### src/rtl/texSampler_consts.svh
//##########################################################
// Width and count constants for the UTX texel sampler.
// Include wherever block, texel or index widths are needed.
//##########################################################

`ifndef TEXSAMPLER_CONSTS_SVH
`define TEXSAMPLER_CONSTS_SVH

// one compressed block word
`define UTX_BLOCK_W 64
// one ARGB texel
`define UTX_TEXEL_W 32
// index into the 4x4 block
`define UTX_INDEX_W 4
`define UTX_TEXELS 16

`endif

### src/rtl/texSamplerPkg.sv
//##########################################################
// Shared types for the UTX texel sampler.
// Compile before any module that uses the format or texel types.
//##########################################################

`include "texSampler_consts.svh"

package texSamplerPkg;

	// block format select, matches the texture unit's mode bit
	typedef enum logic
	{
		modeUtx1 = 1'b0,
		modeUtx2 = 1'b1
	} utxMode;

	// one decoded texel, alpha in the top byte
	typedef struct packed
	{
		logic [`UTX_TEXEL_W/4-1:0] alpha;
		logic [`UTX_TEXEL_W/4-1:0] red;
		logic [`UTX_TEXEL_W/4-1:0] green;
		logic [`UTX_TEXEL_W/4-1:0] blue;
	} argbTexel;

endpackage

### src/rtl/texSampleCtrl.sv
//##########################################################
// Sequencer for the texel sampler.
// Accepts a block over a req/ack handshake, then presents
// each texel over a second req/ack handshake, index 0 to 15.
//##########################################################

`timescale 1ns/1ps

`include "texSampler_consts.svh"

module texSampleCtrl (
	input  logic clk,
	input  logic arstN,
	input  logic [`UTX_BLOCK_W-1:0] blockIn,
	input  texSamplerPkg::utxMode modeIn,
	input  logic inReq,
	output logic inAck,
	input  logic outAck,
	output logic outReq,
	input  logic isLast,
	output logic counterClear,
	output logic counterStep,
	input  texSamplerPkg::argbTexel texel,
	output logic [`UTX_BLOCK_W-1:0] block,
	output texSamplerPkg::utxMode mode,
	output texSamplerPkg::argbTexel texelOut
);

	typedef enum logic [2:0]
	{
		stateIdle,
		stateCaptureRelease,
		stateLoad,
		statePresent,
		stateWaitRelease
	} ctrlState;

	ctrlState state;

	// capture happens on the same cycle the counter is cleared
	assign counterClear = (state == stateIdle) && inReq;
	assign counterStep = (state == stateWaitRelease) && !outAck && !isLast;

	always_ff @(posedge clk)
	begin
		if (counterClear)
		begin
			block <= blockIn;
			mode <= modeIn;
		end
	end

	always_ff @(posedge clk or negedge arstN)
	begin
		if (!arstN)
		begin
			state <= stateIdle;
			inAck <= 1'b0;
			outReq <= 1'b0;
			texelOut <= '0;
		end
		else
		begin
			case (state)
				stateIdle:
					if (inReq)
					begin
						inAck <= 1'b1;
						state <= stateCaptureRelease;
					end
				stateCaptureRelease:
					if (!inReq)
					begin
						inAck <= 1'b0;
						state <= stateLoad;
					end
				stateLoad:
				begin
					// decoder output already reflects the current index
					texelOut <= texel;
					outReq <= 1'b1;
					state <= statePresent;
				end
				statePresent:
					if (outAck)
					begin
						outReq <= 1'b0;
						state <= stateWaitRelease;
					end
				stateWaitRelease:
					if (!outAck)
						state <= isLast ? stateIdle : stateLoad;
				default:
					state <= stateIdle;
			endcase
		end
	end

endmodule

### src/rtl/texSampleTop.sv
//##########################################################
// Top level of the UTX texel sampler.
// Takes one compressed block per input handshake and streams
// its 16 ARGB texels out over the output handshake.
//##########################################################

`timescale 1ns/1ps

`include "texSampler_consts.svh"

module texSampleTop (
	input  logic clk,
	input  logic arstN,
	input  logic [`UTX_BLOCK_W-1:0] blockIn,
	input  texSamplerPkg::utxMode modeIn,
	input  logic inReq,
	output logic inAck,
	output texSamplerPkg::argbTexel texelOut,
	output logic [`UTX_INDEX_W-1:0] texelIndex,
	output logic outReq,
	input  logic outAck
);

	import texSamplerPkg::*;

	logic counterClear;
	logic counterStep;
	logic isLast;
	logic [`UTX_BLOCK_W-1:0] block;
	utxMode mode;
	argbTexel texel;

	texSampleCtrl ctrl (
		.clk(clk),
		.arstN(arstN),
		.blockIn(blockIn),
		.modeIn(modeIn),
		.inReq(inReq),
		.inAck(inAck),
		.outAck(outAck),
		.outReq(outReq),
		.isLast(isLast),
		.counterClear(counterClear),
		.counterStep(counterStep),
		.texel(texel),
		.block(block),
		.mode(mode),
		.texelOut(texelOut)
	);

	// index drives both the decoder and the output port
	texelIndexCounter counter (
		.clk(clk),
		.arstN(arstN),
		.clear(counterClear),
		.step(counterStep),
		.index(texelIndex),
		.isLast(isLast)
	);

	utxBlockDecoder decoder (
		.block(block),
		.mode(mode),
		.index(texelIndex),
		.texel(texel)
	);

endmodule

### src/rtl/texelIndexCounter.sv
//##########################################################
// Texel index counter for one 4x4 block.
// Cleared at block capture, stepped after each texel is sent.
//##########################################################

`timescale 1ns/1ps

`include "texSampler_consts.svh"

module texelIndexCounter (
	input  logic clk,
	input  logic arstN,
	input  logic clear,
	input  logic step,
	output logic [`UTX_INDEX_W-1:0] index,
	output logic isLast
);

	localparam logic [`UTX_INDEX_W-1:0] lastIndex = `UTX_INDEX_W'(`UTX_TEXELS - 1);

	always_ff @(posedge clk or negedge arstN)
	begin
		if (!arstN)
			index <= '0;
		else if (clear)
			index <= '0;
		else if (step)
			index <= index + 1'b1;
	end

	// final texel of the block
	assign isLast = (index == lastIndex);

endmodule

### src/rtl/utxBlockDecoder.sv
//##########################################################
// Combinational UTX1/UTX2 block decoder.
// Given a block word, its format and a texel index, returns
// the ARGB value of that texel with no latency.
//##########################################################

`timescale 1ns/1ps

`include "texSampler_consts.svh"

module utxBlockDecoder (
	input  logic [`UTX_BLOCK_W-1:0] block,
	input  texSamplerPkg::utxMode mode,
	input  logic [`UTX_INDEX_W-1:0] index,
	output texSamplerPkg::argbTexel texel
);

	import texSamplerPkg::*;

	logic [7:0] dWide;
	logic [7:0] spread;
	logic [7:0] centerR;
	logic [7:0] centerG;
	logic [7:0] centerB;
	argbTexel utx1Low;
	argbTexel utx1High;
	logic [15:0] utx1Bits;
	logic utx1Sel;
	logic [15:0] colorA;
	logic [15:0] colorB;
	logic [4:0] alphaBitsA;
	logic [4:0] alphaBitsB;
	argbTexel colorM;
	argbTexel colorN;
	argbTexel blendNearB;
	argbTexel blendNearA;
	logic [15:0] selVecB;
	logic [15:0] selVecA;
	logic selB;
	logic selA;
	logic alphaMode;
	logic interpOn;

	// UTX1: center color plus/minus half the nibble-widened delta
	assign dWide = {block[15:12], block[15:12]};
	assign spread = {1'b0, dWide[7:1]};
	assign centerR = {block[11:8], block[11:8]};
	assign centerG = {block[7:4], block[7:4]};
	assign centerB = {block[3:0], block[3:0]};
	assign utx1Low = '{8'hFF, centerR - spread, centerG - spread, centerB - spread};
	assign utx1High = '{8'hFF, centerR + spread, centerG + spread, centerB + spread};
	assign utx1Bits = block[31:16];
	assign utx1Sel = utx1Bits[index];

	// UTX2: two RGB555 endpoints, M from the upper half
	assign colorB = block[31:16];
	assign colorA = block[15:0];
	assign alphaMode = block[15];
	assign interpOn = (block[15] == block[31]);

	// alpha from the channel LSBs, repeated R G B R G B R G
	assign colorM.alpha = alphaMode ?
		{colorB[10], colorB[5], colorB[0], colorB[10], colorB[5], colorB[0],
		colorB[10], colorB[5]} : 8'hFF;
	assign colorM.red = {colorB[14:10], colorB[14:12]};
	assign colorM.green = {colorB[9:5], colorB[9:7]};
	assign colorM.blue = {colorB[4:0], colorB[4:2]};

	assign colorN.alpha = alphaMode ?
		{colorA[10], colorA[5], colorA[0], colorA[10], colorA[5], colorA[0],
		colorA[10], colorA[5]} : 8'hFF;
	assign colorN.red = {colorA[14:10], colorA[14:12]};
	assign colorN.green = {colorA[9:5], colorA[9:7]};
	assign colorN.blue = {colorA[4:0], colorA[4:2]};

	// selector pairs sit interleaved in the upper word, B on odd bits
	for (genvar i = 0; i < `UTX_TEXELS; i++)
	begin : gSel
		assign selVecB[i] = block[2*i+33];
		assign selVecA[i] = block[2*i+32];
	end
	assign selB = selVecB[index];
	assign selA = selVecA[index];

	assign alphaBitsA = {colorA[10], colorA[5], colorA[0], 2'b00};
	assign alphaBitsB = {colorB[10], colorB[5], colorB[0], 2'b00};

	utxColorLerp lerpBr (.near(colorB[14:10]), .far(colorA[14:10]), .blended(blendNearB.red));
	utxColorLerp lerpBg (.near(colorB[9:5]), .far(colorA[9:5]), .blended(blendNearB.green));
	utxColorLerp lerpBb (.near(colorB[4:0]), .far(colorA[4:0]), .blended(blendNearB.blue));
	utxColorLerp lerpBa (.near(alphaBitsB), .far(alphaBitsA), .blended(blendNearB.alpha));

	utxColorLerp lerpAr (.near(colorA[14:10]), .far(colorB[14:10]), .blended(blendNearA.red));
	utxColorLerp lerpAg (.near(colorA[9:5]), .far(colorB[9:5]), .blended(blendNearA.green));
	utxColorLerp lerpAb (.near(colorA[4:0]), .far(colorB[4:0]), .blended(blendNearA.blue));
	utxColorLerp lerpAa (.near(alphaBitsA), .far(alphaBitsB), .blended(blendNearA.alpha));

	always_comb
	begin
		if (mode == modeUtx1)
		begin
			texel = utx1Sel ? utx1High : utx1Low;
		end
		else if (interpOn)
		begin
			case ({selB, selA})
				2'b00: texel = colorM;
				2'b01: texel = blendNearA;
				2'b10: texel = blendNearB;
				default: texel = colorN;
			endcase
			// blended alpha only counts in alpha mode
			if (!alphaMode)
				texel.alpha = 8'hFF;
		end
		else
		begin
			texel = selB ? colorN : colorM;
			texel.alpha = selA ? colorN.alpha : colorM.alpha;
		end
	end

endmodule

### src/rtl/utxColorLerp.sv
//##########################################################
// Two-color blend for UTX2 interpolation.
// Mixes 5/8 of near with 3/8 of far, widened to 8 bits.
//##########################################################

`timescale 1ns/1ps

module utxColorLerp (
	input  logic [4:0] near,
	input  logic [4:0] far,
	output logic [7:0] blended
);

	logic [7:0] nearTimes5;
	logic [7:0] farTimes3;
	logic [7:0] sum;

	// shift-and-add multiplies, both fit in 8 bits
	assign nearTimes5 = {1'b0, near, 2'b00} + {3'b000, near};
	assign farTimes3 = {2'b00, far, 1'b0} + {3'b000, far};

	// at most 5*31 + 3*31 = 248
	assign sum = nearTimes5 + farTimes3;

	// fold the top bits back in so full scale reaches 255
	assign blended = sum + {5'b00000, sum[7:5]};

endmodule

### config.mk
export PLATFORM = sky130hd
export DESIGN_NAME = texSampleTop
export DESIGN_NICKNAME = d
export VERILOG_FILES = /design/src/rtl/texSamplerPkg.sv /design/src/rtl/texSampleCtrl.sv /design/src/rtl/texSampleTop.sv /design/src/rtl/texelIndexCounter.sv /design/src/rtl/utxBlockDecoder.sv /design/src/rtl/utxColorLerp.sv
export VERILOG_INCLUDE_DIRS = /design/src /design/src/rtl
export SDC_FILE = /design/constraint.sdc
export NUM_CORES = 1
export LEC_CHECK = 0
export ABC_AREA = 1
export BUFFER_PORTS_ARGS = -buffer_cell sky130_fd_sc_hd__buf_2
export CAP_MARGIN = 20
export CORE_UTILIZATION = 63
export CTS_BUF_LIST = sky130_fd_sc_hd__clkbuf_8
export CTS_CLUSTER_DIAMETER = 120
export CTS_CLUSTER_SIZE = 24
export DETAILED_ROUTE_END_ITERATION = 6
export PLACE_DENSITY = 0.81
export SLEW_MARGIN = 20
export SYNTH_ARGS = -nofsm -noshare
export SYNTH_HDL_FRONTEND = slang
export SYNTH_SLANG_ARGS = --single-unit
### constraint.sdc
create_clock -name clk -period 5.74 [get_ports clk]
set_clock_uncertainty 0.05 [all_clocks]
set_input_delay 1.148 -clock clk [delete_from_list [all_inputs] [get_ports clk]]
set_output_delay 1.148 -clock clk [all_outputs]
set_load 0.005 [all_outputs]
==> qor.yml <==
die:
  initial_core_util_pct: 64.4
  core_um2: 17200
  die_w_um: 135
  core.rowCount: 48
  dieArea_um2: 18200
  io-pin-count: 107
  fp.dieH_um: 135
cts:
  cts_tree: "done"
  cts_buffers: 9
  post_cts_buffers: 0
  htree_num_levels: 3
  cts.sinks: 106
  clockRootBuffer: "clkbuf_8"
  cts_resized: 0
  clock_latency_ns: 0.41
  cts.clk_slew.worst_paths_ns: 0.12
  max-clock-path-buffers: 2
  ctsHoldBuffers: 0
worst_setup_path:
  crit_buf_inv: 6
  max_stage_delay_ns: 0.63
  critPathKind: "register to register"
  cp_top_family: "adder cells"
  cp_slowest_cell: "edfxtp_1"
  worstPathArrival_ns: 5.19
  cp-start-kind: "register"
  critPathRequiredTime_ns: 6.04
  crit_path_frequent_cell: "nand2_1"
  cp-end-kind: "register"
  critical_path.max_fanout: 8
synth:
  ys_types: 44
  avgSynthCellArea_um2: 7.73
  ys_top_cells_by_count: "nand2_1 (355), inv_1 (252), ha_1 (117), nand3_1 (117), nor2_1 (78)"
  synth_cells: 1436
  ys_seq_area_share_pct: 26.8
  syn_nets: 1687
  synth_top_area_cell: "edfxtp_1"
  ys_top_cells_by_area: "edfxtp_1 (18%), ha_1 (13%), nand2_1 (12%)"
  synth_area_um2: 11100
  ys_warn_count: 0
  synth_most_common_cell: "nand2_1"
  ys.flop_type: "edfxtp_1"
  async_flop_share_pct: 38.7
  synth_top_area_share_pct: 17.6
  synth-seq-cells: 106
  synth_edf_count: 65
placed_design:
  io_buffers: 106
  routabilityCongestion: 1.02
  dpl.hpwl_um: 23600
  post_dp_cell_area_um2: 11800
global_route:
  grt_overflow: 0
  grt_pass1_vias: 9446
  gr-usage-all-layers_pct: 34.7
  grt_pass1_wl_um: 48100
  grt_max_degree: 42
  antenna_found_initial: 2
timing:
  fin_crit_ns: 4.89
  fin_tns_setup_ns: 0
  fin_crit_sh_pct: 85.2
  grt_setup_unrepaired: "no"
  hold_ws_ns: 0.436
  finalHoldViolCount: 0
  drv_slew: 0
  tightest_slew_ns: 1.04
  setup_viol: 0
  max_freq_mhz: 204
  max_slew_margin_pct: 30.6
routing:
  vias_per_cell: 5.74
  num_vias: 10100
  drc_errors: 5
  wl_per_cell_um: 17.1
  firstDrtPassIters: 7
  drtIter0Drc: 850
  antenna_left: 0
  drt_wl_total_um: 30100
final_layout:
  synthToLayoutAreaGrowth_pct: 8.13
  post-route-cell-area_um2: 12000
  layout-drive-gt1-share_pct: 10.8
  post-route-util_pct: 69.6
  nets: 1780
status:
  status: "finished, violations left"
  failed_checks: "DRC"
hold_path:
  worstHoldPathType: "register to register"
job:
  max_cap_viol_count: 0
final cells by class:
| class | count | area [um^2] |
|---|---|---|
| fill | 1443 | 5230 |
| multi-input combinational | 1042 | 6960 |
| timing repair buffer | 113 | 593 |
| clock inverter | 7 | 93.8 |
| antenna | 2 | 5.00 |
| sequential | 106 | 2980 |
| clock buffer | 9 | 124 |
| inverter | 257 | 972 |
| tap | 225 | 282 |
routing by layer:
layer	global-route usage, %	wire length [um]	part of all wire (%)	up-vias
met5	0	0	0	-
met4	16.6	1290	4.3	0
met3	7.36	2930	9.7	100
met2	55.2	13700	45	550
met1	45.4	12200	41	4622
li1	-	-	-	4836
worst reg2reg max path, delay by kind of cell (launching register included):
kind	cells	cell delay, ns
AND/OR/NAND/NOR	14	1.19
buffers and inverters	6	0.66
flip-flops	1	0.63
AO/OA/AOI/OAI	2	0.20
adder cells (fa/ha/maj)	5	2.07
final timing paths:
kind | startpoint | end | slack, ns | cells after the start
hold / removal | ctrl.outReq | ctrl.outReq | 0.44 | 2
setup / recovery | ctrl.block[0] | ctrl.texelOut[6] | 0.85 | 27
hold reg to reg | ctrl.outReq | ctrl.outReq | 0.44 | 2
setup reg to reg | ctrl.block[0] | ctrl.texelOut[6] | 0.85 | 27
min in group asynchronous | arstN | ctrl.texelOut[2] | 0.56 | 1
max in group asynchronous | arstN | counter.index[0] | 4.58 | 2
cell families (layout without fill, tap and decap cells):
kind of cell / after synthesis / count (layout) / synth area share [%]
simple gates: 634 / 634 / 25.2
fa+ha+maj: 182 / 182 / 24.9
xor+xnor: 44 / 44 / 3.47
other cells: 0 / 2 / 0
buf+inv: 288 / 386 / 10.7
flops: 106 / 106 / 26.8
compound gates: 182 / 182 / 8.90
layout by cell type, fill, tap and decap left out, types with 3 or more instances in the layout:
cell type / synthesis / routed
a21oi_1: 67 / 67
a31oi_1: 11 / 11
buf_2: 7 / 107
buf_4: 6 / 5
clkbuf_8: 0 / 9
dfrtp_1: 41 / 41
edfxtp_1: 65 / 65
fa_1: 65 / 65
ha_1: 117 / 117
inv_1: 252 / 252
inv_2: 3 / 3
inv_8: 1 / 4
nand2_1: 355 / 355
nand2_4: 4 / 4
nand3_1: 117 / 117
nand3_2: 4 / 4
nand3b_1: 8 / 8
nand4_1: 34 / 34
nor2_1: 78 / 76
nor2_2: 2 / 3
nor2_4: 5 / 6
nor3_1: 7 / 7
o211ai_1: 5 / 5
o21a_1: 3 / 3
o21ai_0: 49 / 49
o21ai_1: 32 / 32
o21bai_1: 4 / 4
o31ai_1: 5 / 5
or2_1: 4 / 4
or2_2: 9 / 9
xnor2_1: 18 / 17
xor2_1: 26 / 26
registers in the layout (all words and copies together), names as in the netlist:
name           flops
ctrl.block        64
ctrl.texelOut     32
counter.index      4
ctrl.state         3
ctrl.inAck         1
ctrl.mode          1
ctrl.outReq        1
metrics by stage:
stage / cells / setup WS (ns)
after detailed placement: 1742 / 0.928
after floorplan: 1436 / 1.08
after global placement: 1741 / 0.969
final: 1761 / 0.847
after global routing: 1759 / 0.465
after CTS: 1758 / 0.868
Power is left out: the tool's default activity adds up to more than one toggle a clock period on the data nets, which glitch-free logic cannot reach.
